File: config.mk
export PLATFORM = sky130hd
export DESIGN_NAME = fetch_top
export DESIGN_NICKNAME = d
export VERILOG_FILES = /design/src/common/fetch_pkg.sv /design/src/common/icache_if.sv /design/src/fetch/fetch_aligner.sv /design/src/fetch/fetch_control.sv /design/src/fetch/fetch_line_buffer.sv /design/src/hw/fetch_top.sv
export SDC_FILE = /design/constraint.sdc
export NUM_CORES = 2
export LEC_CHECK = 0
export BUFFER_PORTS_ARGS = -buffer_cell sky130_fd_sc_hd__buf_2
export CAP_MARGIN = 20
export CELL_PAD_IN_SITES_DETAIL_PLACEMENT = 1
export CELL_PAD_IN_SITES_GLOBAL_PLACEMENT = 1
export CORE_MARGIN = 3
export CORE_UTILIZATION = 38
export DETAILED_ROUTE_END_ITERATION = 12
export PLACE_DENSITY_LB_ADDON = 0.1
export SYNTH_ARGS = -nofsm -noshare
export SYNTH_HDL_FRONTEND = slang
export SYNTH_SLANG_ARGS = --single-unit
File: constraint.sdc
create_clock -name clk -period 5.2 [get_ports clk]
set_input_delay 0.52 -clock clk [delete_from_list [all_inputs] [get_ports clk]]
set_output_delay 0.52 -clock clk [all_outputs]
set_load 0.05 [all_outputs]
File: src/common/fetch_pkg.sv
// fetch package with the widths, redirect source encoding and read pointer layout of the fetch stage
`default_nettype none

package fetch_pkg;

  // bytes per cache line and depth of the line ring
  localparam int LINE_BYTES = 16;
  localparam int NUM_LINES  = 4;

  // linear instruction address
  typedef logic [31:0] addr_t;

  // one cache line with byte 0 in the lowest bits
  typedef logic [LINE_BYTES*8-1:0] line_t;

  // source of the value loaded on a redirect
  typedef enum logic [1:0] {
    sel_eip  = 2'b00,
    sel_jump = 2'b01,
    sel_trap = 2'b10
  } sel_t;

  // read pointer into the ring with the slot above the byte offset
  typedef struct packed {
    logic [$clog2(NUM_LINES)-1:0]  slot;
    logic [$clog2(LINE_BYTES)-1:0] offset;
  } ptr_t;

  // bytes taken by one decoded instruction (1 to 15)
  typedef logic [3:0] len_t;

endpackage

`default_nettype wire

File: src/common/icache_if.sv
// instruction cache port carrying the request handshake and line response of the fetch blocks
`timescale 1ns/1ps
`default_nettype none

interface icache_if
  import fetch_pkg::*;
();

  // request side with a line aligned address held until accepted
  logic  req_valid;
  logic  req_ready;
  addr_t req_addr;

  // response side as a single cycle pulse carrying the whole line
  logic  rsp_valid;
  line_t rsp_data;

  modport requester (
    output req_valid,
    output req_addr,
    input  req_ready,
    input  rsp_valid
  );

  modport filler (
    input rsp_data
  );

endinterface

`default_nettype wire

File: src/fetch/fetch_aligner.sv
// fetch aligner that rotates two lines to cut out the 16-byte instruction window
`timescale 1ns/1ps
`default_nettype none

module fetch_aligner
  import fetch_pkg::*;
(
  input  wire line_t      line_lo,
  input  wire line_t      line_hi,
  input  wire logic [3:0] offset,
  output line_t           ir
);

  logic [7:0] pair_bytes [2*LINE_BYTES];

  // lower line supplies bytes 0..15 and the following line 16..31
  always_comb
  begin
    for (int i = 0; i < LINE_BYTES; i++)
    begin
      pair_bytes[i]              = line_lo[i*8 +: 8];
      pair_bytes[i + LINE_BYTES] = line_hi[i*8 +: 8];
    end
  end

  // byte i of the window comes from byte offset+i of the pair
  always_comb
  begin
    for (int i = 0; i < LINE_BYTES; i++)
    begin
      ir[i*8 +: 8] = pair_bytes[i + int'(offset)];
    end
  end

endmodule

`default_nettype wire

File: src/fetch/fetch_control.sv
// fetch control block for the instruction pointer, redirects, cache requests and segment limit check
`timescale 1ns/1ps
`default_nettype none

module fetch_control
  import fetch_pkg::*;
#(
  parameter logic [15:0] RESET_CS = 16'hf000
) (
  input  wire logic       clk,
  input  wire logic       reset,
  input  wire logic       load_eip,
  input  wire sel_t       redirect_sel,
  input  wire addr_t      eip,
  input  wire addr_t      jmp_target,
  input  wire addr_t      trap_target,
  input  wire logic [15:0] cs_in,
  input  wire addr_t      cs_limit,
  input  wire logic       line_free,
  input  wire logic       consume,
  input  wire len_t       ir_len,
  output logic            line_write,
  output logic            flush,
  output logic [3:0]      start_offset,
  output addr_t           ir_eip,
  output logic [15:0]     ir_cs,
  output logic            segment_limit_exception,
  icache_if.requester     cache
);

  addr_t target;
  addr_t target_line;
  addr_t eip_next;
  addr_t fetch_addr;
  logic  active;
  logic  outstanding;
  logic  stale;
  logic  req_valid_q;
  logic  accepted;
  logic  busy_after_redirect;
  logic  issue;
  logic  exc_next;

  // true when a 16-byte window starting at start runs past the limit
  function automatic logic past_limit(input addr_t start, input addr_t limit);
    logic [32:0] window_end;
    window_end = {1'b0, start} + 33'd15;
    return window_end > {1'b0, limit};
  endfunction

  always_comb
  begin
    case (redirect_sel)
      sel_jump: target = jmp_target;
      sel_trap: target = trap_target;
      default:  target = eip;
    endcase
  end

  assign target_line  = {target[31:4], 4'h0};
  assign start_offset = target[3:0];
  assign flush        = load_eip;

  assign accepted = req_valid_q & cache.req_ready;

  // a request still in flight across a redirect must be answered and dropped
  assign busy_after_redirect = (outstanding & ~cache.rsp_valid) | accepted;

  // only one request at a time and never for a line past the segment limit
  assign issue = active & ~segment_limit_exception & ~req_valid_q & ~outstanding
               & line_free & (fetch_addr <= cs_limit);

  assign line_write = cache.rsp_valid & outstanding & ~stale & ~load_eip;

  assign cache.req_valid = req_valid_q;
  assign cache.req_addr  = fetch_addr;

  // redirect wins over a consumption in the same cycle
  always_comb
  begin
    if (load_eip)
      eip_next = target;
    else if (consume)
      eip_next = ir_eip + addr_t'(ir_len);
    else
      eip_next = ir_eip;
  end

  // checked on the next pointer so the window is blocked before it is offered
  assign exc_next = load_eip ? past_limit(eip_next, cs_limit)
                             : segment_limit_exception | (active & past_limit(eip_next, cs_limit));

  always_ff @(posedge clk)
  begin
    if (reset)
    begin
      active                  <= 1'b0;
      outstanding             <= 1'b0;
      stale                   <= 1'b0;
      req_valid_q             <= 1'b0;
      segment_limit_exception <= 1'b0;
      ir_eip                  <= '0;
      ir_cs                   <= RESET_CS;
    end
    else
    begin
      segment_limit_exception <= exc_next;
      ir_eip                  <= eip_next;
      if (load_eip)
      begin
        active      <= 1'b1;
        ir_cs       <= cs_in;
        outstanding <= busy_after_redirect;
        stale       <= busy_after_redirect;
        // first line of the new target goes out right away unless a request is pending
        req_valid_q <= ~busy_after_redirect & (target_line <= cs_limit);
      end
      else
      begin
        if (accepted)
        begin
          req_valid_q <= 1'b0;
          outstanding <= 1'b1;
        end
        else if (issue)
          req_valid_q <= 1'b1;

        if (outstanding & cache.rsp_valid)
        begin
          outstanding <= 1'b0;
          stale       <= 1'b0;
        end
      end
    end
  end

  // next line address to fetch is advanced as each request is taken
  always_ff @(posedge clk)
  begin
    if (load_eip)
      fetch_addr <= target_line;
    else if (accepted)
      fetch_addr <= fetch_addr + addr_t'(LINE_BYTES);
  end

endmodule

`default_nettype wire

File: src/fetch/fetch_line_buffer.sv
// fetch line buffer holding a four-slot ring of cache lines with a byte-granular read pointer
`timescale 1ns/1ps
`default_nettype none

module fetch_line_buffer
  import fetch_pkg::*;
(
  input  wire logic       clk,
  input  wire logic       reset,
  input  wire logic       line_write,
  input  wire logic       flush,
  input  wire logic [3:0] start_offset,
  input  wire logic       consume,
  input  wire len_t       ir_len,
  icache_if.filler        cache,
  output logic            line_free,
  output logic            window_valid,
  output line_t           line_lo,
  output line_t           line_hi,
  output logic [3:0]      offset
);

  localparam int SLOT_W = $clog2(NUM_LINES);

  line_t                lines [NUM_LINES];
  logic [NUM_LINES-1:0] valid;
  logic [NUM_LINES-1:0] valid_next;
  logic [SLOT_W-1:0]    wr_slot;
  logic [SLOT_W-1:0]    next_slot;
  ptr_t                 rd_ptr;
  ptr_t                 rd_ptr_next;
  logic [4:0]           offset_sum;
  logic                 wrap;
  logic                 pair_valid;

  assign next_slot = rd_ptr.slot + SLOT_W'(1);

  // carry out of the byte offset means the current line is used up
  assign offset_sum = {1'b0, rd_ptr.offset} + {1'b0, ir_len};
  assign wrap       = consume & offset_sum[4];

  assign rd_ptr_next.slot   = rd_ptr.slot + SLOT_W'(offset_sum[4]);
  assign rd_ptr_next.offset = offset_sum[3:0];

  always_comb
  begin
    valid_next = valid;
    if (wrap)
      valid_next[rd_ptr.slot] = 1'b0;
    if (line_write)
      valid_next[wr_slot] = 1'b1;
  end

  // a window may span into the following line and needs both lines present
  assign pair_valid = valid[rd_ptr.slot] & valid[next_slot];

  assign line_free = ~&valid;

  always_ff @(posedge clk)
  begin
    if (reset)
    begin
      valid        <= '0;
      wr_slot      <= '0;
      rd_ptr       <= '0;
      window_valid <= 1'b0;
    end
    else if (flush)
    begin
      valid         <= '0;
      wr_slot       <= '0;
      rd_ptr.slot   <= '0;
      rd_ptr.offset <= start_offset;
      window_valid  <= 1'b0;
    end
    else
    begin
      valid <= valid_next;
      if (line_write)
        wr_slot <= wr_slot + SLOT_W'(1);
      if (consume)
        rd_ptr <= rd_ptr_next;
      // moving to a new slot costs one bubble while the next pair is checked
      window_valid <= pair_valid & ~wrap;
    end
  end

  // line storage
  always_ff @(posedge clk)
  begin
    if (line_write)
      lines[wr_slot] <= cache.rsp_data;
  end

  assign line_lo = lines[rd_ptr.slot];
  assign line_hi = lines[next_slot];
  assign offset  = rd_ptr.offset;

endmodule

`default_nettype wire

File: src/hw/fetch_top.sv
// fetch top level of the instruction fetch stage with cache port, line ring and window aligner
`timescale 1ns/1ps
`default_nettype none

module fetch_top
  import fetch_pkg::*;
#(
  parameter logic [15:0] RESET_CS = 16'hf000
) (
  input  wire logic        clk,
  input  wire logic        reset,
  input  wire addr_t       eip,
  input  wire addr_t       jmp_target,
  input  wire addr_t       trap_target,
  input  wire logic [15:0] cs_in,
  input  wire addr_t       cs_limit,
  input  wire sel_t        redirect_sel,
  input  wire logic        load_eip,
  output logic             icache_req_valid,
  output addr_t            icache_req_addr,
  input  wire logic        icache_req_ready,
  input  wire logic        icache_rsp_valid,
  input  wire line_t       icache_rsp_data,
  output line_t            ir,
  output logic             ir_valid,
  output addr_t            ir_eip,
  output logic [15:0]      ir_cs,
  input  wire logic        ir_ready,
  input  wire len_t        ir_len,
  output logic             segment_limit_exception
);

  logic       line_write;
  logic       flush;
  logic [3:0] start_offset;
  logic       line_free;
  logic       window_valid;
  line_t      line_lo;
  line_t      line_hi;
  logic [3:0] offset;
  logic       consume;

  icache_if cache_bus ();

  assign icache_req_valid    = cache_bus.req_valid;
  assign icache_req_addr     = cache_bus.req_addr;
  assign cache_bus.req_ready = icache_req_ready;
  assign cache_bus.rsp_valid = icache_rsp_valid;
  assign cache_bus.rsp_data  = icache_rsp_data;

  // a pending limit violation hides the window from the decoder
  assign ir_valid = window_valid & ~segment_limit_exception;
  assign consume  = ir_valid & ir_ready;

  fetch_control #(
    .RESET_CS (RESET_CS)
  ) fetch_control_inst (
    .clk                     (clk),
    .reset                   (reset),
    .load_eip                (load_eip),
    .redirect_sel            (redirect_sel),
    .eip                     (eip),
    .jmp_target              (jmp_target),
    .trap_target             (trap_target),
    .cs_in                   (cs_in),
    .cs_limit                (cs_limit),
    .line_free               (line_free),
    .consume                 (consume),
    .ir_len                  (ir_len),
    .line_write              (line_write),
    .flush                   (flush),
    .start_offset            (start_offset),
    .ir_eip                  (ir_eip),
    .ir_cs                   (ir_cs),
    .segment_limit_exception (segment_limit_exception),
    .cache                   (cache_bus.requester)
  );

  fetch_line_buffer fetch_line_buffer_inst (
    .clk          (clk),
    .reset        (reset),
    .line_write   (line_write),
    .flush        (flush),
    .start_offset (start_offset),
    .consume      (consume),
    .ir_len       (ir_len),
    .cache        (cache_bus.filler),
    .line_free    (line_free),
    .window_valid (window_valid),
    .line_lo      (line_lo),
    .line_hi      (line_hi),
    .offset       (offset)
  );

  fetch_aligner fetch_aligner_inst (
    .line_lo (line_lo),
    .line_hi (line_hi),
    .offset  (offset),
    .ir      (ir)
  );

endmodule

`default_nettype wire

==> metrics.txt <==
status=completed; slowest stage delay, CP=0.61 ns; CTS tree=built; vias in the first global route=32,900; worst setup margin=0.0429 ns; Final setup viols=0; row cnt=approximately 120; clk_lat worst skew=0.66 ns; f_max=194 MHz; Multi-input gate area=0.0223 mm^2; fin crit share=99.2%; Slew Limit Fails=0; share of cells above drive strength 1=around 29%; synth unique cells=71; Starting Density=38.6%; FF-to-FF Start=fetch_control_inst.ir_eip[0]; GR peak layer=met2; Worst EP arrival=4.64 ns; Top Ports=a little under 500; internal power=around 0.01 W; Worst Setup SP=fetch_line_buffer_inst.rd_ptr[5]; startpoint types=register; crit path capture type=output port; GR Overflow Total=0; Power per Cell Area=~340 mW/mm^2; crit-path max FO=27; Worst Clk Skew=0.0238 ns; Port Buffer Count=490; CP Class=reg2out; Leak Pwr=18.8 nW; CTS H-Tree Depth=3; Fillers=11,400; Top FF cell, synth=edfxtp_1; Hold Startpoint=icache_rsp_data[100]; Place WS=-0.215 ns; Worst VDD drop=~0.28 mV; Residual DRC=0; share of power burned in registers=33.8%; CP max-delay cell=o21ai_0; Clock Path Buffers=3; global-route wire length before repair=~240,000 um; met1 Use GR=a little over two fifths; GP Congestion=0.956; Cells after Synth=between 3,000 and 4,000; number of synthesized flops with an enable pin=540; Clk network pwr share=31.2%; Area Growth Syn to Fin=18.1%; Post-DP HPWL=134,000 um; Psw=~0.0063 W; Pre-antenna DRT Iters=5; clk sink count=608; Synth Register Bits=around 610; vias per inst=roughly 6; crit-path leading delay family=multiplexers; antenna violations before repair=24; routed len/inst=roughly 31 um; Seq. cell area=around 0.018 mm^2; met3 usage in global routing=5.76%; Fin. Hold Viols=0; Tot Pwr=0.0163 W; RSZ-0062 raised after global routing=true; worst slew pin tran=1.16 ns; WP buf/inv=3; part of the Yosys area used for sequential elements=42.8%; Num CTS Buffers=73; vias after detailed routing=33,100; Layout Nets=roughly 4,400; commonest non-fill, non-tap cells in the layout=744 x nand2_1, 540 x edfxtp_1, 489 x buf_2, 367 x mux2i_1, 363 x mux4_2; crit path cell chain=inv_1, ha_4, buf_16, mux4_2, nand2_1, nand2_1, o21ai_0, mux2i_1, mux4_2, buf_2; worst hold slack=0.0761 ns; die area=0.112 mm^2; core area=0.106 mm^2; worst min-delay path class=in2reg; Die X=335 um; Routed WL=171,000 um; Total Routing Usage GR=30.0%; largest net degree at the start of global routing=between 100 and 150; ANT nets after route=0; Req. time, crit path=4.68 ns; asr flop ratio synth=0%; Synthesis Warnings=0; syn_area_per_cell=11.6 um^2; die height=between 300 and 400 um; met2 Use GR=47.7%; max capacitance violation total=0; sw frac=38.4%; Logic pwr share=35.0%; synthesized area=0.0410 mm^2; worst relative slew slack=22.9%; commonest non-fill, non-tap cell in the layout=nand2_1; Final Critical Period=5.16 ns; root buf cell=clkbuf_16; DRT iter0 DRCs=3,441; Clock transition at path regs=0.06 ns
[per-stage QoR]
| stage | util, % | TNS, ns | area [um^2] | instances |
|---|---|---|---|---|
| 5_1_grt | 45.6 | -0.0988 | 48400 | 5490 |
| 2_1_floorplan | - | 0 | 41000 | 3549 |
| 4_1_cts | 45.6 | 0 | 48400 | 5489 |
| 6_report | 45.7 | 0 | 48500 | 5500 |
| 3_3_place_gp | 43.3 | -0.116 | 46000 | 5355 |
| 3_5_place_dp | 43.3 | -0.215 | 46000 | 5355 |
[state kept, by name, indices dropped and copies added (netlist names), named ones only]
name                                        flops
fetch_control_inst.active                       1
fetch_control_inst.ir_eip                      32
fetch_control_inst.stale                        1
fetch_line_buffer_inst.lines                  512
fetch_line_buffer_inst.rd_ptr                   2
fetch_control_inst.outstanding                  1
fetch_line_buffer_inst.offset                   4
fetch_control_inst.cache.req_addr              28
fetch_line_buffer_inst.valid                    4
fetch_line_buffer_inst.wr_slot                  2
fetch_control_inst.cache.req_valid              1
fetch_line_buffer_inst.window_valid             1
fetch_control_inst.segment_limit_exception      1
fetch_control_inst.ir_cs                       16
[worst paths after layout]
kind                                                                   end  slack (ns)  cells after the start
worst min register to register                 fetch_control_inst.ir_cs[1]        0.49                      2
worst max register to register  fetch_control_inst.segment_limit_exception        0.24                     20
worst max-delay path                                                ir[18]        0.04                     10
worst min-delay path                  fetch_line_buffer_inst.lines[2][100]        0.08                      1
[cell usage after synthesis (all sizes together), types with 3 or more instances]
library cell	number	area [um^2]
nand3	27	135
and4	9	78.8
ha	121	1510
nor2	169	637
nand3b	5	37.5
a21boi	19	143
a31o	7	61.3
inv	76	285
dfxtp	68	1360
xor2	24	210
o31a	10	87.6
clkbuf	146	548
or4	3	22.5
o31ai	12	90.1
o21a	5	37.5
a221oi	5	43.8
a31oi	6	37.5
or2	14	87.6
a22oi	23	173
mux4	363	8180
a211oi	9	67.6
nand2b	14	87.6
nor3	28	140
a221o	9	90.1
edfxtp	540	16200
nor4	15	93.8
a21o	38	285
and2	9	57.6
or3	9	61.3
o21ai	311	1560
buf	108	450
nand4	32	215
o211ai	11	82.6
mux2	3	33.8
o22ai	6	37.5
nand2	745	2800
and3	18	113
xnor2	54	473
a21oi	53	265
nor2b	19	119
a211o	6	52.6
mux2i	374	3740
[area by class of cell]
class	instances	area share (%)
Antenna cell	10	0.0516
Clock buffer	96	4.08
Clock inverter	36	0.736
Inverter	77	0.656
Multi-Input combinational cell	2610	46.1
Sequential cell	608	36.3
Tap cell	1391	3.59
Timing Repair Buffer	672	8.51
[power groups by stage]
stage,sequential [W],clock [W],combinational [W]
detailed placement,0.00560,0,0.00561
CTS,0.00550,0.00518,0.00562
finish,0.00550,0.00508,0.00569
floorplan,0.00577,0,0.00342
global placement,0.00560,0,0.00556
global route,0.00551,0.00539,0.00592
[routing by layer]
layer  up-vias  routed length (um)
met3       187               12500
met1     17200               75000
met5         -                  47
met2      1276               78900
li1      14500                   -
met4         6                4800
[repair_timing]
action | CTS | global route
hold endpoints to repair | 0 | 0
pin swaps | 1 | 2
resized for setup | 4 | 27
hold buffers | 0 | 0
endpoints found under the setup margin | 60 | 45
setup buffers | 2 | 0
[worst reg2reg max path, cell delays in order, from the launching register on]
cell and delay, ns:
dfxtp_1 0.36, ha_1 0.19, inv_1 0.06, fa_1 0.42, nand2b_1 0.24, a21oi_4 0.27
and3_1 0.20, a221oi_1 0.09, or4_1 0.62, or3_4 0.41, nand3b_1 0.26, buf_4 0.19
nor4_1 0.24, xnor2_1 0.13, ha_1 0.33, nand3_1 0.09, nor3_1 0.14, nand3_1 0.12
o221ai_1 0.15, o22ai_1 0.11, a31o_2 0.21
[kinds of logic (layout without fill, tap and decap cells)]
| family | after synthesis | after routing | synth area share, % |
|---|---|---|---|
| buf+inv | 331 | 881 | 3.14 |
| mux | 740 | 740 | 29.1 |
| other cells | 1 | 14 | 0.00914 |
| simple gates | 1124 | 1124 | 11.6 |
| compound gates | 541 | 541 | 7.82 |
| fa+ha+maj | 123 | 123 | 3.79 |
| xor+xnor | 78 | 78 | 1.67 |
| flops | 608 | 608 | 42.8 |
(Power assumes the default switching activity.)
